## src/hdl/pm_pkg.sv

```systemverilog
package pm_pkg;

	// image and motor widths
	localparam int img_w = 12;
	localparam int step_w = 32;
	localparam int frmn_w = 2;

	// history keeps the current frame plus up to three older ones
	localparam int hist_depth = 1 << frmn_w;

	// one table entry per possible pixel error
	localparam int lut_depth = 1 << img_w;

	// apb address width covers the table window
	localparam int apb_aw = 16;

	localparam logic [apb_aw-1:0] addr_cmd = 16'h0000;
	localparam logic [apb_aw-1:0] addr_speed = 16'h0004;
	localparam logic [apb_aw-1:0] addr_delay = 16'h0008;
	localparam logic [apb_aw-1:0] addr_ctrl = 16'h000C;
	localparam logic [apb_aw-1:0] addr_status = 16'h0010;
	localparam logic [apb_aw-1:0] addr_lut_base = 16'h1000;
	localparam logic [apb_aw-1:0] addr_lut_end = apb_aw'(32'h1000 + 4 * lut_depth);

	// move command, mode bit picks the view
	typedef union packed {
		struct packed {
			logic mode;
			logic dir;
			logic [29:0] steps;
		} abs;
		struct packed {
			logic mode;
			logic dir;
			logic [img_w-1:0] dst;
			logic [img_w-1:0] tol;
			logic [5:0] unused;
		} img;
	} cmd_word_t;

endpackage

```

## src/hdl/pm_frame_history.sv

```systemverilog
`timescale 1ns/10ps

module pm_frame_history (
	input logic clk,
	input logic resetn,
	input logic img_pulse,
	input logic [pm_pkg::frmn_w-1:0] delay_frm,
	input logic [pm_pkg::step_w-1:0] m_position,
	output logic [pm_pkg::step_w-1:0] movie_pos
);

	// entry 0 is the newest capture
	logic [pm_pkg::step_w-1:0] hist [pm_pkg::hist_depth];

	always_ff @(posedge clk) begin
		if (!resetn) begin
			for (int i = 0; i < pm_pkg::hist_depth; i++)
				hist[i] <= '0;
		end else if (img_pulse) begin
			hist[0] <= m_position;
			for (int i = 1; i < pm_pkg::hist_depth; i++)
				hist[i] <= hist[i-1];
		end
	end

	// position the stage had when the measured frame was exposed
	assign movie_pos = hist[delay_frm];

endmodule

```

## config.mk

```make
export PLATFORM = sky130hd
export DESIGN_NAME = pm_frame_history
export DESIGN_NICKNAME = d
export VERILOG_FILES = /design/src/hdl/pm_pkg.sv /design/src/hdl/pm_frame_history.sv
export SDC_FILE = /design/constraint.sdc
export NUM_CORES = 1
export LEC_CHECK = 0
export ABC_AREA = 1
export BUFFER_PORTS_ARGS = -buffer_cell sky130_fd_sc_hd__buf_2
export CAP_MARGIN = 20
export CORE_UTILIZATION = 59
export CTS_CLUSTER_DIAMETER = 100
export CTS_CLUSTER_SIZE = 30
export DETAILED_ROUTE_END_ITERATION = 12
export PLACE_DENSITY = 0.91
export SLEW_MARGIN = 10
export SYNTH_ARGS = -nofsm -noshare
export SYNTH_HDL_FRONTEND = slang
export SYNTH_SLANG_ARGS = --single-unit
```

## constraint.sdc

```tcl
create_clock -name clk -period 4.4 [get_ports clk]
set_clock_uncertainty 0.05 [all_clocks]
set_input_delay 0.66 -clock clk [delete_from_list [all_inputs] [get_ports clk]]
set_output_delay 0.66 -clock clk [all_outputs]
set_load 0.05 [all_outputs]
```

==> results by group <==
Detailed routing
  – Drt first pass iters: 5
  – Drc violations: 0
  – Vias: 4338
  – Wire per inst: 13.4 um
  – Final wirelength: 11800 um
  – Vias per Instance: 4.91
  – Iteration-0 DRC Markers: 342
  – Antenna viol nets, final: 0

STA
  – Final min period: 2890 ps
  – Relative slew margins: 0.250
  – # setup viols final: 0
  – Setup WS post-layout: 1510 ps
  – Slew @ Worst Pin: 1130 ps
  – Final Hold Fails: 0
  – RSZ-0062 raised after global routing: false
  – Worst hold margin: 388 ps
  – Final Slew Violations: 0
  – F_max: 346 MHz
  – Setup TNS Final: 0 ps
  – Fin crit share: 0.658

Setup path
  – Reg2reg path depth: 2
  – CP arrival: 2180 ps
  – Slowest CP cell: inv_1
  – Worst Path Max Fanout: 33
  – CP Launch Type: primary input
  – CP Capture Type: output port
  – Critical path type: in -> out
  – CP max stage delay: 500 ps
  – Critical path data required time: 3690 ps
  – Most frequent CP cell: buf_2
  – Critical-path cell list: buf_2 > buf_4 > inv_1 > buf_16 > nand3_1 > nand2_1 > buf_2

Power
  – Leak Pwr: 3.42 nW
  – Clk network pwr share: 0.407
  – Logic pwr share: 0.125
  – Net Switching: 0.784 mW
  – Post-layout power: 3.10 mW
  – Switching part of the total: 0.253
  – PwrDens: 443 nW/um^2
  – Internal power: 2.31 mW
  – VDD IR-drop max: 0.247 mV
  – Sequential power share: 0.469

Synthesis
  – Cells after synthesis: 679
  – Synthesis Warnings: 0
  – Synth cell types: 9
  – Cell taking the most area after synthesis: edfxtp_1
  – Share of the synthesized area in the top cell type: 0.625
  – Synth area leaders: edfxtp_1, inv_1, nand2_1
  – Post-synth design cell area: 6150 um^2
  – Syn_nets: 716
  – Syn Area/Cell: 9.06 um^2
  – Seq/Total Area, Yosys: 0.625
  – Yosys reg bits: 128

Finish
  – Largest regs: hist x128
  – Share of layout cells above drive strength 1: 0.133
  – Core Util, Final: 0.702
  – P&R area growth vs syn: 13.6%
  – Finished Cell Area: 6990 um^2
  – Antenna cells: 0
  – Top reg by flops: hist
  – Flip-flop count of the largest register after layout: 128
  – Nets: 775
  – Final-layout fill cell count: 700
  – Final Instance Count excl. Fillers: 883

Hold path
  – Hold Path Class: in -> reg
  – WHS Path Cells: 3

Clock tree
  – Clock root cell: clkbuf_8
  – Sink Count: 128
  – CTS hold repair buffers: 0
  – CTS max path bufs: 2
  – CTS resizes: 0
  – CTS tree: done
  – Num CTS Buffers: 17
  – Htree depth: 4
  – Clock latency on the worst-skew pair: 510 ps
  – Postcts setup bufs: 0
  – Clk slew on worst S/H paths: 60 ps

Global routing
  – First-pass GRT wire length: 19800 um
  – Grt ovf: 0
  – Vias in the first global route: 4395
  – Initial antenna violation count: 0
  – Gr usage total: 0.234
  – Largest net degree at the start of global routing: 86

Floorplan
  – Initial Util: 0.618
  – Die span in y: 104 um
  – CORE AREA: 9950 um^2
  – # IOs: 69
  – Die area: 10800 um^2
  – Die width: 104 um
  – Number of placement rows: 36

Outcome
  – Status: finished clean

Placed design
  – HPWL after DPL: 6690 um
  – Placed cell area: 6440 um^2
  – Placed Cells: 851
  – Port bufs: 68
  – DP Worst Slack: 1260 ps
  – GPL Wtd Cong: 0.752

Flow run
  – Max-cap violation count: 0
[Yosys cell counts]
library cell and n:
nand3_1 64, inv_2 1, nand2_1 162, buf_6 17
edfxtp_1 128, nor2_1 128, buf_4 5, buf_2 12
inv_1 162
[worst paths after layout]
| check | slack (ps) | start | endpoint |
|---|---|---|---|
| worst max-delay path | 1510 | delay_frm[1] | movie_pos[17] |
| worst min-delay path | 390 | m_position[26] | hist[0][26] |
| worst max register to register | 3540 | hist[0][11] | hist[1][11] |
| worst min register to register | 500 | hist[2][29] | hist[3][29] |
[cell usage in the layout (no fill, tap or decap)]
master,count
buf_12,1
nor2_1,128
clkbuf_16,16
inv_1,162
nand3_1,64
clkbuf_1,4
clkinv_2,4
clkinv_1,4
inv_2,1
buf_2,68
nand2_1,160
bufinv_16,2
buf_16,1
edfxtp_1,128
nand2_4,2
buf_4,4
clkbuf_8,1
[power groups by stage]
| stage | registers, mW | logic (mW) | clock network (mW) |
|---|---|---|---|
| CTS | 1.45 | 0.384 | 1.27 |
| finish | 1.45 | 0.386 | 1.26 |
| detailed placement | 1.47 | 0.380 | 0 |
| floorplan | 1.47 | 0.301 | 0 |
| global route | 1.46 | 0.423 | 1.32 |
| global placement | 1.47 | 0.369 | 0 |
[final cells by class]
cell class / instances / area, um^2 / area share
flip-flops and latches: 128 / 3840 / 0.550
multi-input cells: 354 / 1420 / 0.204
inverters: 163 / 612 / 0.0876
clock buffers: 21 / 429 / 0.0614
repair buffers: 74 / 418 / 0.0598
well taps: 133 / 166 / 0.0238
clock inverters: 10 / 95.1 / 0.0136
[per-layer routing]
metal / part of all wire / track usage / vias up
li1: - / - / 2166
met1: 0.41 / 0.289 / 1990
met2: 0.51 / 0.393 / 164
met3: 0.067 / 0.0508 / 18
met4: 0.018 / 0.109 / 0
met5: 0 / 0 / -
[worst max-delay path, delay by kind of cell]
kind	cells	cell delay, ps
buf+inv	5	1330
simple gates	2	170
[cell families after synthesis]
kind of cell / Yosys count / share of synthesized area
AND/OR/NAND/NOR: 354 / 0.229
flip-flops: 128 / 0.625
buffers and inverters: 197 / 0.146
(Power assumes the default switching activity.)
