**config.mk**
```make
export PLATFORM = sky130hd
export DESIGN_NAME = pm_move_ctl
export DESIGN_NICKNAME = d
export VERILOG_FILES = /design/src/hdl/pm_pkg.sv /design/src/hdl/pm_move_ctl.sv
export SDC_FILE = /design/constraint.sdc
export NUM_CORES = 1
export LEC_CHECK = 0
export ABC_AREA = 1
export BUFFER_PORTS_ARGS = -buffer_cell sky130_fd_sc_hd__buf_2
export CORE_ASPECT_RATIO = 0.6
export CORE_MARGIN = 2
export CORE_UTILIZATION = 34
export CTS_BUF_LIST = sky130_fd_sc_hd__clkbuf_16
export DETAILED_ROUTE_END_ITERATION = 10
export GPL_ROUTABILITY_DRIVEN = 0
export PLACE_DENSITY = 0.78
export REMOVE_ABC_BUFFERS = 1
export SLEW_MARGIN = 20
export SYNTH_ARGS = -nofsm -noshare
export SYNTH_HDL_FRONTEND = slang
export SYNTH_SLANG_ARGS = --single-unit
```
**constraint.sdc**
```tcl
create_clock -name clk -period 1.7 [get_ports clk]
set_input_delay 0.085 -clock clk [delete_from_list [all_inputs] [get_ports clk]]
set_output_delay 0.085 -clock clk [all_outputs]
set_load 0.1 [all_outputs]
```
**src/hdl/pm_pkg.sv**
```systemverilog
package pm_pkg;

	// image and motor widths
	localparam int img_w = 12;
	localparam int step_w = 32;
	localparam int frmn_w = 2;

	// history keeps the current frame plus up to three older ones
	localparam int hist_depth = 1 << frmn_w;

	// one table entry per possible pixel error
	localparam int lut_depth = 1 << img_w;

	// apb address width covers the table window
	localparam int apb_aw = 16;

	localparam logic [apb_aw-1:0] addr_cmd = 16'h0000;
	localparam logic [apb_aw-1:0] addr_speed = 16'h0004;
	localparam logic [apb_aw-1:0] addr_delay = 16'h0008;
	localparam logic [apb_aw-1:0] addr_ctrl = 16'h000C;
	localparam logic [apb_aw-1:0] addr_status = 16'h0010;
	localparam logic [apb_aw-1:0] addr_lut_base = 16'h1000;
	localparam logic [apb_aw-1:0] addr_lut_end = apb_aw'(32'h1000 + 4 * lut_depth);

	// move command, mode bit picks the view
	typedef union packed {
		struct packed {
			logic mode;
			logic dir;
			logic [29:0] steps;
		} abs;
		struct packed {
			logic mode;
			logic dir;
			logic [img_w-1:0] dst;
			logic [img_w-1:0] tol;
			logic [5:0] unused;
		} img;
	} cmd_word_t;

endpackage

```
**src/hdl/pm_move_ctl.sv**
```systemverilog
`timescale 1ns/10ps

module pm_move_ctl (
	input logic clk,
	input logic resetn,
	input logic go_pulse,
	input pm_pkg::cmd_word_t cmd,
	input logic img_pulse,
	input logic img_valid,
	input logic err_valid,
	input logic err_ok,
	input logic err_back,
	input logic [pm_pkg::step_w-1:0] err_steps,
	input logic [pm_pkg::step_w-1:0] movie_pos,
	input logic m_running,
	output logic img_start,
	output logic m_start,
	output logic [pm_pkg::step_w-1:0] m_step,
	output logic m_dir,
	output logic exe_done,
	output logic over
);

	logic armed;
	logic pend;
	logic wait_run;
	logic busy;
	logic go_ok;
	logic start_abs;
	logic check;
	logic start_img;

	// a go during a run is dropped
	assign busy = m_running | m_start | wait_run;
	assign go_ok = go_pulse & ~busy;
	assign start_abs = go_ok & ~cmd.abs.mode;

	assign img_start = armed & img_pulse & img_valid;
	assign check = err_valid & pend;
	assign start_img = check & ~err_ok & (err_back == cmd.img.dir);

	always_ff @(posedge clk) begin
		if (!resetn) begin
			armed <= 1'b0;
			pend <= 1'b0;
			wait_run <= 1'b0;
			m_start <= 1'b0;
			exe_done <= 1'b0;
			over <= 1'b0;
		end else begin
			m_start <= 1'b0;
			if (go_pulse)
				exe_done <= 1'b0;
			if (go_ok) begin
				over <= 1'b0;
				pend <= 1'b0;
				armed <= cmd.abs.mode;
				if (start_abs) begin
					m_start <= 1'b1;
					wait_run <= 1'b1;
				end
			end else begin
				if (img_start) begin
					armed <= 1'b0;
					pend <= 1'b1;
				end
				if (check) begin
					pend <= 1'b0;
					if (start_img) begin
						m_start <= 1'b1;
						wait_run <= 1'b1;
					end else begin
						// inside the window, or the stage would have to reverse
						over <= ~err_ok;
						exe_done <= 1'b1;
					end
				end
				// stepper has taken the start and gone idle again
				if (wait_run && !m_start && !m_running) begin
					wait_run <= 1'b0;
					exe_done <= 1'b1;
				end
			end
		end
	end

	always_ff @(posedge clk) begin
		if (start_abs) begin
			m_step <= pm_pkg::step_w'(cmd.abs.steps);
			m_dir <= cmd.abs.dir;
		end else if (start_img) begin
			m_step <= err_steps;
			m_dir <= err_back;
		end
	end

	a_no_restart: assert property (@(posedge clk) disable iff (!resetn)
		$rose(m_start) |-> !m_running);

endmodule

```
==> impl_metrics.yaml <==
status:
  run_status: "complete, no violations"
yosys:
  yosys.area_share.xor_xnor_pct: 0
  synth_area_leaders: "edfxtp_1 55%, nand2_1 23%, dfxtp_1 9.4%"
  synth.avg_cell_area_um2: 9.35
  netlist_instances: 182
  yosys.area_share.adder_pct: 0
  yosys.area_share.simple_pct: 28.2
  synth_edf_count: 31
  synthArstFlopShare_pct: 0
  yosys.area.top_type: "edfxtp_1"
  synth_compound_area_share_pct: 2.79
  ys_seq_area_share_pct: 64.1
  ys.warnings.count: 0
  synth_top_area_share_pct: 54.7
  ys_ff_latch: 39
  synth_ff_type: "edfxtp_1"
  synth_top_family_by_area: "simple AND/OR/NAND/NOR gates"
  syn_area_mm2: 0.00170
  synth_mux_area_share_pct: 0
  ys_types: 16
finish:
  nets: 400
  area_delta_synth_final_pct: 44.0
  final_layout_size_suffix_gt1_share_pct: 41.9
  layout_commonest_cell: "buf_2"
  final_cell_mix: "109 x buf_2, 106 x nand2_1, 31 x edfxtp_1"
  insertedDiodeCount: 0
clocking:
  numCtsBuffers: 5
  clkTransAtPathRegs_ps: 60
  clkSinkCount: 39
  ctsHoldBuffers: 0
  cts_buffer_depth: 2
  cts_tree: "built"
  cts_setup_buffers: 0
  cts_resized: 0
  h-tree-depth: 2
  cts-root-buf: "clkbuf_16"
  clkLatencyLatePin_ps: 270
die:
  core.rowCount: 19
  start_util_pct: 36.3
  pin_count: 142
  die_area_mm2: 0.00561
  fp.dieW_um: 95.3
  die_h_um: 58.8
  core_area_mm2: 0.00468
min_path:
  hold_path.class: "input pin to register"
  hold_depth: 3
placed_design:
  place.port_buffers: 109
  dp_hpwl_mm: 3.20
  dpl_worst_slack_ps: 167
global_route:
  grt_pass1_vias: 1451
  antenna_found_initial: 0
  grt_pass1_wl_mm: 6.05
  grt_max_degree: 33
  grt_overflow: 0
  grt_util_all_layers_pct: 14.4
critical_path:
  cp_data_required_time_ps: 1720
  startpoint_type: "register"
  reg2reg_slack_ps: 190
  worstSetupPathType: "register to register"
  critPathArrivalTime_ps: 1530
  cp-end-kind: "register"
  worstRegToRegCells: 5
  path_max_fanout: 32
timing:
  fmax_mhz: 661
  tns_ps: 0
  min_period_ps: 1510
  slew_viol_final: 0
  setup_viol: 0
  fin_skew_ps: 4.96
  rsz0062_at_grt: "false"
  hold_viol_final: 0
  layout_setup_ws_ps: 188
  slew_headroom_pct: 66.3
  tightest_slew_ps: 508
  finalCritPeriodShare_pct: 89.0
route:
  wirelength_mm: 4.14
  dr.pass1.iters: 4
  drt-initial-drc-count: 35
  routedWlPerCell_um: 11.5
  drc: 0
  avgViaCountPerCell: 4.38
  vias: 1574
  ant_nets: 0
power_and_ir_drop:
  p_leak_nw: 1.28
  power_density_mw_per_mm2: 963
  ir_drop_mv: 0.456
flow_run:
  cap_viol_max_count: 0
-- synthesized netlist by cell type, types with 2 or more instances --
library cell,n
a21oi_1,7
buf_6,3
dfxtp_1,8
buf_2,3
nand3_1,6
nor2_1,2
inv_1,7
nor2_2,3
edfxtp_1,31
nand2_1,106
-- registers in the layout (all words and copies together), names as in the netlist --
register	count
armed	1
pend	1
exe_done	1
wait_run	1
m_step	32
m_dir	1
over	1
m_start	1
-- per-stage QoR --
step	total power, mW	hold WS (ps)	utilization, %	instances	instance area, um^2
final	2.36	63.5	52.3	359	2450
after global routing	2.47	70.0	52.3	359	2450
after CTS	2.39	58.4	52.3	359	2450
after detailed placement	1.53	350	49.4	351	2310
after global placement	1.52	346	49.4	351	2310
after floorplan	1.39	210	-	176	1650
-- area by class of cell --
class | instances | area (um^2)
clock buffer | 5 | 125
clock inverter | 3 | 12.5
fill | 439 | 2230
inverter | 9 | 35.0
multi-input combinational | 128 | 527
sequential | 39 | 1090
tap | 63 | 78.8
timing repair buffer | 112 | 581
-- report_power, final --
| group | leakage, nW | switching, mW | internal (mW) |
|---|---|---|---|
| logic | 0.851 | 0.311 | 0.118 |
| registers | 0.349 | 0.00916 | 1.07 |
| clock network | 0.0762 | 0.319 | 0.529 |
-- metal layers --
metal  wire, um  GRT usage, %  part of all wire, %  up-vias
li1           -             -                    -      808
met1       1770          16.3                   43      695
met2       1930          26.5                   47       69
met3        424          4.99                   10        2
met4         13          3.11                 0.31        0
met5          0             0                    0        -
-- worst max-delay path, cell delays in order, from the launching register on --
cell      delay [ps]
dfxtp_1          370
nor2_2            80
nand3b_4         150
clkinv_2         400
nand2_1          190
nand2_1           70
-- path summary, 6_finish.rpt --
check / start / to
worst max register to register: m_start / m_step[3]
worst min register to register: pend / pend
worst max-delay path: m_start / m_step[3]
worst min-delay path: resetn / armed
-- cells by family after synthesis --
group	Yosys count
and+or+nand+nor	119
AOI/OAI and AO/OA	9
DFF	39
buffers and inverters	15
Power figures use the tool's default switching activity.
