File: src/hdl/pm_pkg.sv
package pm_pkg;

	// image and motor widths
	localparam int img_w = 12;
	localparam int step_w = 32;
	localparam int frmn_w = 2;

	// history keeps the current frame plus up to three older ones
	localparam int hist_depth = 1 << frmn_w;

	// one table entry per possible pixel error
	localparam int lut_depth = 1 << img_w;

	// apb address width covers the table window
	localparam int apb_aw = 16;

	localparam logic [apb_aw-1:0] addr_cmd = 16'h0000;
	localparam logic [apb_aw-1:0] addr_speed = 16'h0004;
	localparam logic [apb_aw-1:0] addr_delay = 16'h0008;
	localparam logic [apb_aw-1:0] addr_ctrl = 16'h000C;
	localparam logic [apb_aw-1:0] addr_status = 16'h0010;
	localparam logic [apb_aw-1:0] addr_lut_base = 16'h1000;
	localparam logic [apb_aw-1:0] addr_lut_end = apb_aw'(32'h1000 + 4 * lut_depth);

	// move command, mode bit picks the view
	typedef union packed {
		struct packed {
			logic mode;
			logic dir;
			logic [29:0] steps;
		} abs;
		struct packed {
			logic mode;
			logic dir;
			logic [img_w-1:0] dst;
			logic [img_w-1:0] tol;
			logic [5:0] unused;
		} img;
	} cmd_word_t;

endpackage

File: src/hdl/pm_stepper.sv
`timescale 1ns/10ps

module pm_stepper (
	input logic clk,
	input logic resetn,
	input logic m_start,
	input logic [pm_pkg::step_w-1:0] m_step,
	input logic m_dir,
	input logic [pm_pkg::step_w-1:0] speed,
	output logic m_running,
	output logic [pm_pkg::step_w-1:0] m_position
);

	logic [pm_pkg::step_w-1:0] remain;
	logic [pm_pkg::step_w-1:0] div_cnt;
	logic [pm_pkg::step_w-1:0] spd_q;
	logic dir_q;

	// run settings held for the whole run
	always_ff @(posedge clk) begin
		if (m_start && !m_running) begin
			spd_q <= speed;
			dir_q <= m_dir;
		end
	end

	// position is a two's complement count
	always_ff @(posedge clk) begin
		if (!resetn) begin
			m_running <= 1'b0;
			remain <= '0;
			div_cnt <= '0;
			m_position <= '0;
		end else if (!m_running) begin
			// zero steps finishes without ever running
			if (m_start && m_step != '0) begin
				m_running <= 1'b1;
				remain <= m_step;
				div_cnt <= '0;
			end
		end else if (div_cnt == spd_q) begin
			div_cnt <= '0;
			remain <= remain - 1'b1;
			if (dir_q)
				m_position <= m_position - 1'b1;
			else
				m_position <= m_position + 1'b1;
			if (remain == pm_pkg::step_w'(1))
				m_running <= 1'b0;
		end else begin
			div_cnt <= div_cnt + 1'b1;
		end
	end

endmodule

File: config.mk
export PLATFORM = sky130hd
export DESIGN_NAME = pm_stepper
export DESIGN_NICKNAME = d
export VERILOG_FILES = /design/src/hdl/pm_pkg.sv /design/src/hdl/pm_stepper.sv
export SDC_FILE = /design/constraint.sdc
export NUM_CORES = 1
export LEC_CHECK = 0
export ABC_AREA = 1
export BUFFER_PORTS_ARGS = -buffer_cell sky130_fd_sc_hd__buf_4
export CORE_ASPECT_RATIO = 1.25
export CORE_MARGIN = 8
export CORE_UTILIZATION = 38
export CTS_CLUSTER_DIAMETER = 200
export DETAILED_ROUTE_END_ITERATION = 6
export GPL_ROUTABILITY_DRIVEN = 0
export SYNTH_ARGS = -nofsm -noshare
export SYNTH_HDL_FRONTEND = slang
export SYNTH_SLANG_ARGS = --single-unit
File: constraint.sdc
create_clock -name clk -period 3 [get_ports clk]
set_clock_uncertainty 0.2 [all_clocks]
set_input_delay 0.15 -clock clk [delete_from_list [all_inputs] [get_ports clk]]
set_output_delay 0.15 -clock clk [all_outputs]
set_load 0.05 [all_outputs]
==> results.md, run 1 <==
- Hold Path Sink: remain[27]
- Worst Slack Setup Final: about 0.32 ns
- Ratio of final minimum period to clock period: 89.3%
- Mean area per synthesized cell: 5.80 um^2
- Share of layout cells above drive strength 1: 8.70%
- Area added between synthesis and finish: 23.3%
- Warnings from Yosys: 0
- Row count: 66
- Die height: 196 um
- Worst Hold Class: input port to register
- Seq/Total Area, Yosys: 29.8%
- Ys flop type: dfxtp_1
- Max-cap check violation count: 0
- CP Capture Type: register
- Run status: finished, final reports clean
- Vias in the first global route: 10,600
- Core area: 0.0258 mm^2
- Final design utilization: between 40% and 50%
- Initial antenna violation count: 0
- Final wirelength: 30,900 um
- Antenna diodes: 0
- Congestion Overflow GR: 0
- Nets: between 1,500 and 2,000
- DR vias/cell: 4.84
- Pleak: 6.04 nW
- Largest net degree at the start of global routing: 70
- Critical path's slowest cell: ha_1
- Port-buffer cells: 100
- R2R Path End: m_position[28]
- Main combinational cell family by area after synthesis: simple AND/OR/NAND/NOR gates
- Syn_nets: roughly 1,800
- Synth async-reset ratio: 0%
- Fin crit period: 2.68 ns
- Area leader, netlist: nand2_1
- Final-report hold violation count: 0
- Post-synthesis adder-cell area fraction: 4.40%
- Worst r2r src: dir_q
- Most common cell in the synthesized netlist: nand2_1
- CTS max path bufs: 2
- Arrival time of the worst setup path: 2.81 ns
- Post-synth top cells: nand2_1, nor2_1, inv_1
- Detail Route Antenna Nets: 0
- DP Cell Count: 2,104
- Final setup fails: 0
- Pwr Density: 393 mW/mm^2
- TritonRoute pass-1 iters: 5
- Simple-Gate Fraction of Synth Area: 44.3%
- Top-Level Pins: about 100
- CP startpoint kind: register
- Cell mode on critical path: nand2_1
- CP max FO: 32
- Initial DRC count: 811
- Largest cells by area after synthesis: nand2_1, dfxtp_1, edfxtp_1
- Global-route wire length before repair: 51,100 um
- Clk slew on worst S/H paths: 0.06 ns
- Hpwl dp: about 23,000 um
- Post-synth EDFFs: 33
- Top cell type's share of synthesized area: a little under a quarter
- Hold path start: m_start
- Reg2Reg Depth: 13
- Yosys cell types: 34
- CTS tree: done
- CP peak stage delay: between 0.4 and 0.5 ns
- Reg2Reg Setup Slack: between 0.3 and 0.4 ns
- Tot GR Track Use: 19.9%
- Synth Area in Compound Gates: 7.27%
- CP Cell Sequence: buf_4 -> ha_1 -> nand2_1 -> nor2_1 -> nand3_1 -> nand2_1 -> nand2_1 -> nand2_1 -> nand2_1 -> nand3_1 -> nand2_1 -> nor2_1 -> nor2_1
- RSZ-0062 raised after global routing: false
- Clk_lat worst skew: 0.43 ns
- Critical path class: register to register
- Synth Register Bits: 130
- Vias: roughly 11,000
- Final Max Tran Viols: 0
- Post-synthesis xor/xnor area fraction: ~2.3%
- Postcts setup bufs: 0
- Die Area: roughly 0.031 mm^2
- Remaining DRCs: 0
- Post-route setup TNS: 0 ns
- Clock root cell: clkbuf_16
- Mapped Cells: 1,694
- CTS sink count: 130
- H-tree levels: 4
- WL/cell: around 14 um
- Bufs and invs on worst path: 1
- Max transition margin: 38.5%
- Pre-CTS setup slack: between 0.3 and 0.4 ns
- Worst-margin pin slew: around 0.92 ns
- Max rail drop VDD: 0.000386 V
- Fin cells: 2,201
- F_max: approximately 0.37 GHz
- Crit path max-delay family: simple AND/OR/NAND/NOR gates
- Starting density of the core: 38.2%
- Hold depth: 5
- CTS buffer count: 17
- Die Wd: 160 um
- Mux contribution to synthesized area: 0%
- CP required: roughly 3.1 ns
- Worst Hold Slack: 0.106 ns
- Cell area after synthesis: ~0.0098 mm^2
## flip-flops by register name, summed over array words and instances, names as in the netlist
name and flops:
dir_q 1, div_cnt 32, m_position 32, m_running 1, remain 32, spd_q 32
## routing by layer
layer	vias to the layer above	global-route usage, %	routed length [um]
met4	0	9.08	1120
li1	5583	-	-
met3	70	3.19	1220
met5	-	0	0
met2	260	36.5	15700
met1	4736	22.0	12900
## cells by family after synthesis
family,Yosys count
DFF,130
xor gates and xnor gates,26
buffers and inverters,298
AOI/OAI and AO/OA,140
adders and majority gates,34
and+or+nand+nor,1066
## area by class of cell
| class | count | area [um^2] |
|---|---|---|
| Clock buffer | 21 | 472 |
| Clock inverter | 11 | 103 |
| Fill cell | 2720 | 13600 |
| Inverter | 256 | 961 |
| Multi-Input combinational cell | 1266 | 5740 |
| Sequential cell | 130 | 2930 |
| Tap cell | 340 | 425 |
| Timing Repair Buffer | 177 | 1490 |
## stage by stage
stage	instance area, um^2	power, mW
after floorplan	9840	2.42
after global placement	10900	2.65
after detailed placement	10900	2.66
after CTS	12100	4.80
after global routing	12100	4.98
final	12100	4.76
## worst min-delay path, delay by kind of cell
family / cells / cell delay [ns]
simple gates: 3 / 0.37
buf+inv: 1 / 0.12
compound gates: 1 / 0.05
## power breakdown
group,switching [mW],total (mW),internal [mW]
combinational,0.473,0.774,0.301
clock,0.851,2.07,1.21
sequential,0.0557,1.92,1.87
total,1.38,4.76,3.38
## cells in the final DEF (no fill, tap or decap), drive strengths merged, types with 2 or more instances in the layout
cell and count:
a21oi 89, and2 5, and3 2, buf 112, clkbuf 21, clkinv 7, clkinvlp 2, dfxtp 97
dlygate4sd3 65, edfxtp 33, ha 33, inv 257, nand2 606, nand3 126, nand3b 8, nand4 39
nor2 255, nor3 20, nor4 2, o21ai 45, o21bai 3, or2 3, xnor2 9, xor2 17
## worst max path at each step
| stage | startpoint | end | slack (ns) | cells after the start |
|---|---|---|---|---|
| 3_5_place_dp | dir_q | m_position[28] | 0.36 | 13 |
| 5_1_grt | dir_q | m_position[28] | 0.13 | 13 |
| 3_3_place_gp | dir_q | m_position[28] | 0.37 | 13 |
| 6_report | dir_q | m_position[28] | 0.32 | 13 |
| 4_1_cts | dir_q | m_position[28] | 0.37 | 13 |
| 2_1_floorplan | dir_q | m_position[25] | 0.44 | 11 |
## timing repair
action	CTS	global route
setup endpoints to repair	0	0
hold buffers	65	0
hold endpoints to repair	65	0
gates resized for setup	0	0
Power figures use the tool's default switching activity.
==> inputs of run 2 (changes only) <==
--- a/config.mk
+++ b/config.mk
@@ -13,6 +13,7 @@
 export CTS_CLUSTER_DIAMETER = 200
 export DETAILED_ROUTE_END_ITERATION = 6
 export GPL_ROUTABILITY_DRIVEN = 0
+export PLACE_DENSITY_LB_ADDON = 0.15
 export SYNTH_ARGS = -nofsm -noshare
 export SYNTH_HDL_FRONTEND = slang
 export SYNTH_SLANG_ARGS = --single-unit
==> results.md, run 2 (synthesis gave the netlist of run 1 again) <==
- Worst Hold Class: input port to register (unchanged)
- TritonRoute pass-1 iters: 5 (unchanged)
- CP Capture Type: register (unchanged)
- Starting density of the core: 38.2% (unchanged)
- CTS max path bufs: 2 (unchanged)
- CTS sink count: 130 (unchanged)
- Routing usage on met2: 37.4% (was 36.5%)
- Largest net degree at the start of global routing: 70 (unchanged)
- Critical path's slowest cell: edfxtp_1 (was ha_1)
- Congestion Overflow GR: 0 (unchanged)
- Final Max Tran Viols: 0 (unchanged)
- H-tree levels: 4 (unchanged)
- Bufs and invs on worst path: 1 (unchanged)
- Initial antenna violation count: 0 (unchanged)
- Row count: 66 (unchanged)
- Final-report hold violation count: 0 (unchanged)
- Arrival time of the worst setup path: 2.87 ns (was 2.81 ns)
- CTS buffer count: 17 (unchanged)
- Area added between synthesis and finish: 24.0% (was 23.3%)
- Global-route wire length before repair: 51,500 um (was 51,100 um)
- Most frequent cells in the layout: nand2_1, nor2_1, inv_1 (unchanged)
- CTS tree: done (unchanged)
- Max rail drop VDD: 0.000386 V (about the same)
- Core area: 0.0258 mm^2 (unchanged)
- Final setup fails: 0 (unchanged)
- Nets: 1,956 (was 1,950)
- Final wirelength: 31,500 um (was 30,900 um)
- CP required: 3.16 ns (was 3.13 ns)
- Max transition margin: 38.1% (was 38.5%)
- Most common cell after layout, fill and taps aside: nand2_1 (unchanged)
- Detail Route Antenna Nets: 0 (unchanged)
- Critical path depth: 14 (was 13)
- RSZ-0062 raised after global routing: false (unchanged)
- Pleak: 6.08 nW (was 6.04 nW)
- Hpwl dp: 23,300 um (was 22,600 um)
- Die Area: 0.0313 mm^2 (unchanged)
- Clk_lat worst skew: 0.43 ns (about the same)
- Ratio of final minimum period to clock period: 90.3% (was 89.3%)
- Initial DRC count: 734 (was 811)
- Run status: finished, final reports clean (unchanged)
- Clk slew on worst S/H paths: 0.06 ns (about the same)
- Worst-margin pin slew: 0.928 ns (was 0.922 ns)
- Top-Level Pins: 101 (unchanged)
- Die Wd: 160 um (unchanged)
- Share of layout cells above drive strength 1: 9.00% (was 8.70%)
- Die height: 196 um (unchanged)
- Cell mode on critical path: nand2_1 (unchanged)
- Fin crit period: 2.71 ns (was 2.68 ns)
- Reg2Reg Depth: 14 (was 13)
- Crit path max-delay family: simple AND/OR/NAND/NOR gates (unchanged)
- CP startpoint kind: register (unchanged)
- Critical path class: register to register (unchanged)
- Port-buffer cells: 100 (unchanged)
- Pwr Density: 393 mW/mm^2 (about the same)
- Met3 Use GR: 3.63% (was 3.19%)
- WL/cell: 14.3 um (was 14.0 um)
- Tot GR Track Use: 20.1% (was 19.9%)
- Max-cap check violation count: 0 (unchanged)
- CP peak stage delay: 0.54 ns (was 0.43 ns)
- CP Cell Sequence: buf_4 -> ha_1 -> nand2_1 -> nor2_1 -> nand3_1 -> nand2_1 -> nand2_1 -> nand2_1 -> nand2_1 -> nand2_1 -> nand2_1 -> nand2_1 -> nor2_1 -> nor2_1 (was buf_4 -> ha_1 -> nand2_1 -> nor2_1 -> nand3_1 -> nand2_1 -> nand2_1 -> nand2_1 -> nand2_1 -> nand3_1 -> nand2_1 -> nor2_1 -> nor2_1)
- Post-route setup TNS: 0 ns (unchanged)
- Post-CTS Resized: 0 (unchanged)
- CP max FO: 13 (was 32)
- Hold depth: 4 (was 5)
- Remaining DRCs: 0 (unchanged)
- Clock root cell: clkbuf_16 (unchanged)
- GRT met1 Usage: 22.0% (about the same)
- Overall power: 4.79 mW (was 4.76 mW)
- Antenna diodes: 0 (unchanged)
- Vias: 10,800 (was 10,600)
- Vias in the first global route: 10,600 (about the same)
- DR vias/cell: 4.90 (was 4.84)
- Gr busiest metal: met2 (unchanged)
- F_max: 0.369 GHz (was 0.373 GHz)
## run 2: worst register-to-register path, stage by stage (launching register included)
cell	delay, ns
edfxtp_1	0.54
buf_4	0.28
ha_1	0.36
nand2_1	0.12
nor2_1	0.21
nand3_1	0.10
nand2_1	0.20
nand2_1	0.07
nand2_1	0.14
nand2_1	0.10
nand2_1	0.07
nand2_1	0.05
nand2_1	0.05
nor2_1	0.04
nor2_1	0.12
## run 2: power breakdown
part           internal (mW)  total (mW)  switching [mW]  leakage (nW)
Clock                   1.20        2.09           0.887         0.284
Sequential              1.86        1.92          0.0532          1.10
Combinational          0.306       0.779           0.473          4.69
## run 2: per-stage QoR
step | util, % | setup WS [ns] | hold WS (ns) | std cells | cell area [um^2]
4_1_cts | 47.2 | 0.181 | 0.166 | 2204 | 12200
5_1_grt | 47.3 | 0.0807 | 0.182 | 2207 | 12200
6_report | 47.3 | 0.291 | 0.166 | 2207 | 12200
3_3_place_gp | 42.4 | 0.200 | 0.128 | 2106 | 10900
3_5_place_dp | 42.4 | 0.196 | 0.129 | 2106 | 10900
2_1_floorplan | - | 0.439 | 0.0489 | 1694 | 9840
## run 2: cell type report
type / instances / area (um^2)
clock inverter: 13 / 124
tap: 340 / 425
clock buffer: 19 / 454
inverter: 256 / 961
multi-input combinational: 1266 / 5740
sequential: 130 / 2930
timing repair buffer: 183 / 1550
fill: 2766 / 13600
## run 2: metal layers
layer,vias up,wire [um]
met1,4864,13100
li1,5615,-
met2,268,16000
met4,0,1050
met3,58,1340
met5,-,0
## run 2: final timing paths
path                            slack, ns             end          start
worst min-delay path                 0.17       remain[6]         resetn
worst max register to register       0.29  m_position[16]          dir_q
worst max-delay path                 0.29  m_position[16]          dir_q
worst min register to register       0.29   m_position[3]  m_position[3]
## run 2: timing repair
action / in CTS / in global routing
setup endpoints to repair: 0 / 2
endpoints found under the hold margin: 66 / 0
hold buffers: 66 / 0
setup buffers: 0 / 3
