--- config.mk ---
export PLATFORM = sky130hd
export DESIGN_NAME = pm_apb_regs
export DESIGN_NICKNAME = d
export VERILOG_FILES = /design/src/hdl/pm_pkg.sv /design/src/hdl/pm_apb_regs.sv
export SDC_FILE = /design/constraint.sdc
export NUM_CORES = 1
export LEC_CHECK = 0
export ABC_AREA = 1
export BUFFER_PORTS_ARGS = -buffer_cell sky130_fd_sc_hd__clkbuf_2
export CAP_MARGIN = 0
export CELL_PAD_IN_SITES_DETAIL_PLACEMENT = 1
export CELL_PAD_IN_SITES_GLOBAL_PLACEMENT = 2
export CORE_MARGIN = 5
export CORE_UTILIZATION = 28
export DETAILED_ROUTE_END_ITERATION = 7
export PLACE_DENSITY = 0.89
export SLEW_MARGIN = 5
export SYNTH_ARGS = -nofsm -noshare
export SYNTH_HDL_FRONTEND = slang
export SYNTH_SLANG_ARGS = --single-unit
--- constraint.sdc ---
create_clock -name clk -period 7.7 [get_ports clk]
set_input_delay 1.54 -clock clk [delete_from_list [all_inputs] [get_ports clk]]
set_output_delay 1.54 -clock clk [all_outputs]
set_load 0.01 [all_outputs]
--- src/hdl/pm_pkg.sv ---
package pm_pkg;

	// image and motor widths
	localparam int img_w = 12;
	localparam int step_w = 32;
	localparam int frmn_w = 2;

	// history keeps the current frame plus up to three older ones
	localparam int hist_depth = 1 << frmn_w;

	// one table entry per possible pixel error
	localparam int lut_depth = 1 << img_w;

	// apb address width covers the table window
	localparam int apb_aw = 16;

	localparam logic [apb_aw-1:0] addr_cmd = 16'h0000;
	localparam logic [apb_aw-1:0] addr_speed = 16'h0004;
	localparam logic [apb_aw-1:0] addr_delay = 16'h0008;
	localparam logic [apb_aw-1:0] addr_ctrl = 16'h000C;
	localparam logic [apb_aw-1:0] addr_status = 16'h0010;
	localparam logic [apb_aw-1:0] addr_lut_base = 16'h1000;
	localparam logic [apb_aw-1:0] addr_lut_end = apb_aw'(32'h1000 + 4 * lut_depth);

	// move command, mode bit picks the view
	typedef union packed {
		struct packed {
			logic mode;
			logic dir;
			logic [29:0] steps;
		} abs;
		struct packed {
			logic mode;
			logic dir;
			logic [img_w-1:0] dst;
			logic [img_w-1:0] tol;
			logic [5:0] unused;
		} img;
	} cmd_word_t;

endpackage

--- src/hdl/pm_apb_regs.sv ---
`timescale 1ns/10ps

module pm_apb_regs (
	input logic clk,
	input logic resetn,

	input logic [pm_pkg::apb_aw-1:0] paddr,
	input logic psel,
	input logic penable,
	input logic pwrite,
	input logic [31:0] pwdata,
	output logic [31:0] prdata,
	output logic pready,
	output logic pslverr,

	output pm_pkg::cmd_word_t cmd,
	output logic [pm_pkg::step_w-1:0] speed,
	output logic [pm_pkg::frmn_w-1:0] delay_frm,
	output logic go_pulse,
	output logic lut_we,
	output logic [pm_pkg::img_w-1:0] lut_addr,
	output logic [pm_pkg::step_w-1:0] lut_wdata,

	input logic done,
	input logic over,
	input logic running
);

	logic access;
	logic reg_hit;
	logic lut_hit;
	logic wr_ok;
	logic [pm_pkg::apb_aw-1:0] lut_off;

	assign access = psel & penable;
	assign lut_hit = (paddr >= pm_pkg::addr_lut_base) && (paddr < pm_pkg::addr_lut_end);
	assign lut_off = paddr - pm_pkg::addr_lut_base;

	always_comb begin
		case (paddr)
			pm_pkg::addr_cmd,
			pm_pkg::addr_speed,
			pm_pkg::addr_delay,
			pm_pkg::addr_ctrl,
			pm_pkg::addr_status: reg_hit = 1'b1;
			default: reg_hit = 1'b0;
		endcase
	end

	// no wait states
	assign pready = 1'b1;
	assign pslverr = access & (~(reg_hit | lut_hit) | (pwrite & (paddr == pm_pkg::addr_status)));
	assign wr_ok = access & pwrite & ~pslverr;

	always_comb begin
		case (paddr)
			pm_pkg::addr_cmd: prdata = cmd;
			pm_pkg::addr_speed: prdata = speed;
			pm_pkg::addr_delay: prdata = 32'(delay_frm);
			pm_pkg::addr_status: prdata = {29'd0, running, over, done};
			// ctrl and table read back as zero
			default: prdata = 32'd0;
		endcase
	end

	always_ff @(posedge clk) begin
		if (!resetn) begin
			cmd <= '0;
			speed <= '0;
			delay_frm <= '0;
			go_pulse <= 1'b0;
		end else begin
			go_pulse <= wr_ok & (paddr == pm_pkg::addr_ctrl) & pwdata[0];
			if (wr_ok && paddr == pm_pkg::addr_cmd)
				cmd <= pwdata;
			if (wr_ok && paddr == pm_pkg::addr_speed)
				speed <= pwdata;
			if (wr_ok && paddr == pm_pkg::addr_delay)
				delay_frm <= pwdata[pm_pkg::frmn_w-1:0];
		end
	end

	// table write strobe, one cycle after the access
	always_ff @(posedge clk) begin
		if (!resetn)
			lut_we <= 1'b0;
		else
			lut_we <= wr_ok & lut_hit;
	end

	always_ff @(posedge clk) begin
		if (wr_ok && lut_hit) begin
			lut_addr <= lut_off[pm_pkg::img_w+1:2];
			lut_wdata <= pwdata;
		end
	end

	a_penable_needs_psel: assert property (@(posedge clk) disable iff (!resetn)
		penable |-> psel);

endmodule

==> flow_metrics.py, run 1 <==
metrics = {
    "finish": {
        "final_cells": 987,
        "syn_to_final_growth_pct": 30.7,
        "nNetsFinal": 821,
        "final_common_cell": "clkbuf_2",
        "fill_cells": 2090,
        "n_antenna_cell": 0,
        "fin_area_um2": 6120,
        "drive_above_1_share": 0.296,
        "layout_common_cells": "200 x clkbuf_2, 151 x nand2_1, 149 x nor2_1, 79 x inv_1, 68 x dfxtp_1",
    },
    "sta": {
        "rsz0062_at_grt": "no",
        "final_hold_viol_count": 0,
        "tns_ps": 0,
        "clock_skew_ps": 0,
        "tightest_slew_ps": 1020,
        "fin_crit_ps": 4930,
        "hold_ws_ps": 538,
        "finalWorstSetupSlack_ps": 2770,
        "setup_viol": 0,
        "fmax_mhz": 203,
        "slew_headroom": 0.319,
        "drv_slew": 0,
        "period_share": 0.640,
    },
    "min_path": {
        "hold_depth": 4,
        "worstHoldPathType": "reg2reg",
        "worstHoldStart": "speed[1]$_SDFFE_PN0P_",
        "worst_hold_path.endpoint": "speed[1]$_SDFFE_PN0P_",
    },
    "route": {
        "wl_um": 14100,
        "drc": 0,
        "drt-vias-per-instance": 4.29,
        "drtIter0Drc": 150,
        "wl_per_cell_um": 14.3,
        "dr_total_vias": 4238,
        "dr.pass1.iters": 4,
        "ant_nets": 0,
    },
    "synthesis": {
        "synthXorXnorAreaFrac": 0,
        "synth_simple_gate_area_share": 0.274,
        "synthDistinctLibCells": 25,
        "syn_nets": 635,
        "syn_inst": 576,
        "synth-seq-area-share": 0.573,
        "synth_top_family_by_area": "simple AND/OR/NAND/NOR gates",
        "synth_warnings": 0,
        "synth-compound-area-share": 0.0476,
        "syn_area_um2": 4680,
        "muxShareOfSynthArea": 0,
        "yosys.area_share.adder": 0.00802,
        "ys_ff_latch": 112,
        "avgSynthCellArea_um2": 8.12,
    },
    "pwr": {
        "p_leak_nw": 3.17,
        "clockPowerShare": 0.413,
        "power_density_nw_per_um2": 186,
        "power.switching_uw": 242,
        "irDropWorstVdd_v": 0.0000977,
        "pwr-share-comb": 0.040,
        "p_int_uw": 893,
        "p_sw_frac": 0.213,
        "p_seq_frac": 0.547,
    },
    "die": {
        "core_area_um2": 16500,
        "die_h_um": 139,
        "rows": 47,
        "start_util": 0.284,
        "dieArea_um2": 19400,
        "pin_count": 202,
        "fp.dieW_um": 139,
    },
    "setup_path": {
        "crit_chain": "clkbuf_2, inv_1, ha_1, nand2_1, nor2_4, nand2_2, nand2_1, nor2_2, nand3_4, o21ai_0, clkbuf_2",
        "path_class": "in2out",
        "crit_start": "paddr[12]",
        "crit_required_ps": 6160,
        "cp_slowest_cell": "nand2_2",
        "r2r_end": "cmd[5]$_SDFFE_PN0P_",
        "path_delay_family": "simple AND/OR/NAND/NOR gates",
        "r2r_cells": 4,
        "start_kind": "input port",
        "worstPathArrival_ps": 3390,
        "reg2reg_setup_slack_ps": 6990,
        "cp_num_buf_inv": 3,
        "path_max_fanout": 34,
        "worstSetupEndpointType": "output pin",
        "rr_startpoint": "cmd[5]$_SDFFE_PN0P_",
        "cpPeakStageDelay_ps": 610,
    },
    "clock_network": {
        "clkSinkCount": 112,
        "tritoncts": "done",
        "holdBufCountCts": 0,
        "post_cts_buffers": 0,
        "clk_latency_ps": 340,
        "clockRootBuffer": "clkbuf_16",
        "cts_buffers": 9,
        "post_cts_resized": 0,
        "ctsHtreeMaxLevel": 3,
        "ctsLongestPathBuffers": 2,
        "clk_pin_slew_ps": 70,
    },
    "placement": {
        "gp_congestion": 0.754,
        "post_dp_cell_area_um2": 5820,
        "dp.cells": 971,
        "port-buffer-count": 200,
        "place_ws_ps": 2730,
        "hpwlAfterDp_um": 9780,
    },
    "grt": {
        "grt_pass1_vias": 4499,
        "grt_usage": 0.145,
        "grt_max_degree": 69,
        "antenna_found_initial": 0,
        "grt_pass1_wl_um": 23200,
        "grt_overflow_total": 0,
    },
    "flow_run": {
        "maxCapViolations": 0,
    },
    "status": {
        "status": "complete, no violations",
    },
}
-- metrics by stage --
stage	power [mW]	utilization
finish	1.13	0.371
global route	1.19	0.371
CTS	1.16	0.371
detailed placement	0.681	0.353
global placement	0.680	0.353
floorplan	0.652	-
-- Yosys cell counts --
cell | instances | area (um2)
dfxtp_1 | 68 | 1360
ha_1 | 3 | 37.5
nand4_1 | 2 | 12.5
nor2_1 | 149 | 559
nor2_2 | 2 | 12.5
buf_1 | 1 | 3.75
inv_1 | 80 | 300
nand4_4 | 2 | 42.5
o21ai_0 | 1 | 5.00
buf_2 | 9 | 45.0
or2_2 | 1 | 6.26
nor2_4 | 2 | 22.5
o2111ai_1 | 2 | 17.5
clkbuf_1 | 10 | 37.5
nand3_4 | 1 | 17.5
nand3_1 | 6 | 30.0
edfxtp_1 | 44 | 1320
nand2_1 | 151 | 567
buf_6 | 3 | 33.8
a21oi_1 | 2 | 10.0
nand2_2 | 2 | 12.5
buf_4 | 4 | 30.0
conb_1 | 1 | 3.75
o22ai_1 | 29 | 181
o221ai_1 | 1 | 8.76
-- worst max path at each step --
stage / end / slack, ps / depth (start not counted)
after floorplan: prdata[1] / 3540 / 7
after global placement: pslverr / 2770 / 11
after detailed placement: pslverr / 2730 / 11
after CTS: pslverr / 2730 / 11
after global routing: pslverr / 2570 / 11
final: pslverr / 2770 / 11
-- final cells by class --
type	count	area, um2	area share
Tap cell	220	275	0.0450
Inverter	80	300	0.0491
Multi-Input combinational cell	357	1550	0.253
Sequential cell	112	2680	0.439
Timing Repair Buffer	202	1020	0.166
Clock buffer	14	285	0.0466
Clock inverter	2	10.0	0.00164
-- logic make-up after synthesis --
logic type | count (synthesis)
buffers and inverters | 107
DFF | 112
AOI/OAI and AO/OA | 35
adders and majority gates | 3
and+or+nand+nor | 318
other | 1
-- flip-flops by register name, indices dropped and copies added (netlist names) --
name / count
delay_frm: 2
go_pulse: 1
speed: 32
lut_addr: 12
cmd: 32
lut_wdata: 32
lut_we: 1
-- tightest hold or removal path, delay by kind of cell (launching register included) --
family        cells  cell delay, ps
simple gates      3             120
flops             1             330
buf+inv           1              50
-- layer usage --
layer | wire (um) | GRT usage
met5 | 0 | 0
met4 | 198 | 0.0474
met3 | 1020 | 0.0436
met2 | 6710 | 0.247
met1 | 6140 | 0.177
-- power by group through the flow --
| stage | Combinational, mW | Clock [mW] | Sequential (mW) |
|---|---|---|---|
| finish | 0.0451 | 0.469 | 0.621 |
| global route | 0.0508 | 0.513 | 0.621 |
| CTS | 0.0463 | 0.490 | 0.621 |
| detailed placement | 0.0459 | 0 | 0.635 |
| global placement | 0.0454 | 0 | 0.635 |
| floorplan | 0.0140 | 0 | 0.638 |
(Power assumes the default switching activity.)
==> run 2, diff against run 1 <==
--- a/config.mk
+++ b/config.mk
@@ -11,9 +11,9 @@
 export CELL_PAD_IN_SITES_DETAIL_PLACEMENT = 1
 export CELL_PAD_IN_SITES_GLOBAL_PLACEMENT = 2
 export CORE_MARGIN = 5
-export CORE_UTILIZATION = 28
+export CORE_UTILIZATION = 26
 export DETAILED_ROUTE_END_ITERATION = 7
-export PLACE_DENSITY = 0.89
+export PLACE_DENSITY = 0.84
 export SLEW_MARGIN = 5
 export SYNTH_ARGS = -nofsm -noshare
 export SYNTH_HDL_FRONTEND = slang
==> constraint.sdc (replaced) <==
create_clock -name clk -period 5 [get_ports clk]
set_input_delay 1 -clock clk [delete_from_list [all_inputs] [get_ports clk]]
set_output_delay 1 -clock clk [all_outputs]
set_load 0.01 [all_outputs]
==> flow_metrics.py, run 2 (synthesized netlist as in run 1, its figures left out) <==
metrics = {
    "placement": {
        "gp_congestion": 0.752,
        "hpwlAfterDp_um": 10400,
        "place_ws_ps": 943,
        "port-buffer-count": 200,
    },
    "clock_network": {
        "post_cts_resized": 0,
        "cts_buffers": 9,
        "clockRootBuffer": "clkbuf_16",
        "tritoncts": "done",
        "ctsLongestPathBuffers": 2,
        "post_cts_buffers": 0,
        "clk_latency_ps": 340,
        "ctsHtreeMaxLevel": 3,
        "holdBufCountCts": 0,
        "clkSinkCount": 112,
        "clk_pin_slew_ps": 70,
    },
    "finish": {
        "layout_common_cells": "200 x clkbuf_2, 151 x nand2_1, 149 x nor2_1, 79 x inv_1, 68 x dfxtp_1",
        "final_common_cell": "clkbuf_2",
        "n_antenna_cell": 0,
        "drive_above_1_share": 0.295,
        "reg.largest.list": "cmd (32), lut_wdata (32), speed (32)",
        "nNetsFinal": 823,
        "fill_cells": 2219,
        "syn_to_final_growth_pct": 31.6,
    },
    "status": {
        "status": "complete, no violations",
    },
    "setup_path": {
        "path_max_fanout": 18,
        "cpPeakStageDelay_ps": 540,
        "path_class": "in2out",
        "cp_slowest_cell": "nand2_1",
        "r2r_cells": 4,
        "crit_chain": "clkbuf_2, inv_1, ha_1, nand2_1, nor2_4, nand2_1, buf_4, o22ai_1, clkbuf_2",
        "worstPathArrival_ps": 2970,
        "crit_required_ps": 4000,
        "start_kind": "input port",
        "worstSetupEndpointType": "output pin",
    },
    "die": {
        "die_h_um": 144,
        "rows": 49,
        "start_util": 0.262,
        "core_area_um2": 17800,
        "fp.dieW_um": 144,
        "dieArea_um2": 20800,
        "pin_count": 202,
    },
    "sta": {
        "rsz0062_at_grt": "no",
        "tightest_slew_ps": 1020,
        "setup_viol": 0,
        "fmax_mhz": 252,
        "slew_headroom": 0.322,
        "drv_slew": 0,
        "fin_crit_ps": 3970,
        "clock_skew_ps": 0,
        "final_hold_viol_count": 0,
        "tns_ps": 0,
        "period_share": 0.794,
        "finalWorstSetupSlack_ps": 1030,
    },
    "flow_run": {
        "maxCapViolations": 0,
    },
    "route": {
        "wl_um": 14500,
        "drc": 0,
        "ant_nets": 0,
        "dr_total_vias": 4258,
        "wl_per_cell_um": 14.5,
        "dr.pass1.iters": 6,
        "drtIter0Drc": 152,
        "drt-vias-per-instance": 4.27,
    },
    "pwr": {
        "power_density_nw_per_um2": 288,
        "p_leak_nw": 3.18,
        "irDropWorstVdd_v": 0.000187,
    },
    "min_path": {
        "worstHoldPathType": "reg2reg",
        "hold_depth": 4,
    },
    "grt": {
        "grt_usage": 0.139,
        "grt_pass1_vias": 4373,
        "grt_max_degree": 69,
        "grt_pass1_wl_um": 22600,
        "antenna_found_initial": 0,
        "grt_overflow_total": 0,
    },
}
==> run 2: area by class of cell <==
cell class	count	area (um2)	area share
Clock buffer	13	262	0.0425
Clock inverter	3	38.8	0.00630
Inverter	80	300	0.0488
Multi-Input combinational cell	357	1550	0.251
Sequential cell	112	2680	0.436
Tap cell	229	287	0.0465
Timing Repair Buffer	204	1040	0.169
==> run 2: critical path: cells and delay by family <==
| kind | cells | cell delay (ps) |
|---|---|---|
| compound gates | 1 | 150 |
| fa+ha+maj | 1 | 160 |
| buf+inv | 4 | 790 |
| simple gates | 3 | 860 |
==> run 2: per-layer routing <==
metal,global-route usage,wire length [um],vias up
met3,0.0351,965,12
met5,0,0,-
met4,0.0412,175,0
met2,0.235,6830,116
met1,0.175,6530,1983
li1,-,-,2147
==> run 2: final timing paths <==
check	start	end	slack, ps
worst max register to register	cmd[2]$_SDFFE_PN0P_	cmd[2]$_SDFFE_PN0P_	4270
worst min-delay path	delay_frm[1]$_SDFFE_PN0P_	delay_frm[1]$_SDFFE_PN0P_	540
worst max-delay path	paddr[12]	prdata[20]	1030
worst min register to register	delay_frm[1]$_SDFFE_PN0P_	delay_frm[1]$_SDFFE_PN0P_	540
==> run 2: per-stage QoR <==
stage	area, um2	hold WS, ps	instances	util	total power, mW
floorplan	4680	544	576	-	1.00
global placement	5860	520	982	0.328	1.05
detailed placement	5860	528	982	0.328	1.05
CTS	6160	541	998	0.345	1.81
global route	6160	574	998	0.345	1.85
finish	6160	537	998	0.345	1.77
==> run 2: power breakdown <==
group	switching [mW]	internal, mW
clock	0.329	0.418
sequential	0.00181	0.955
combinational	0.0455	0.0256
total	0.376	1.40
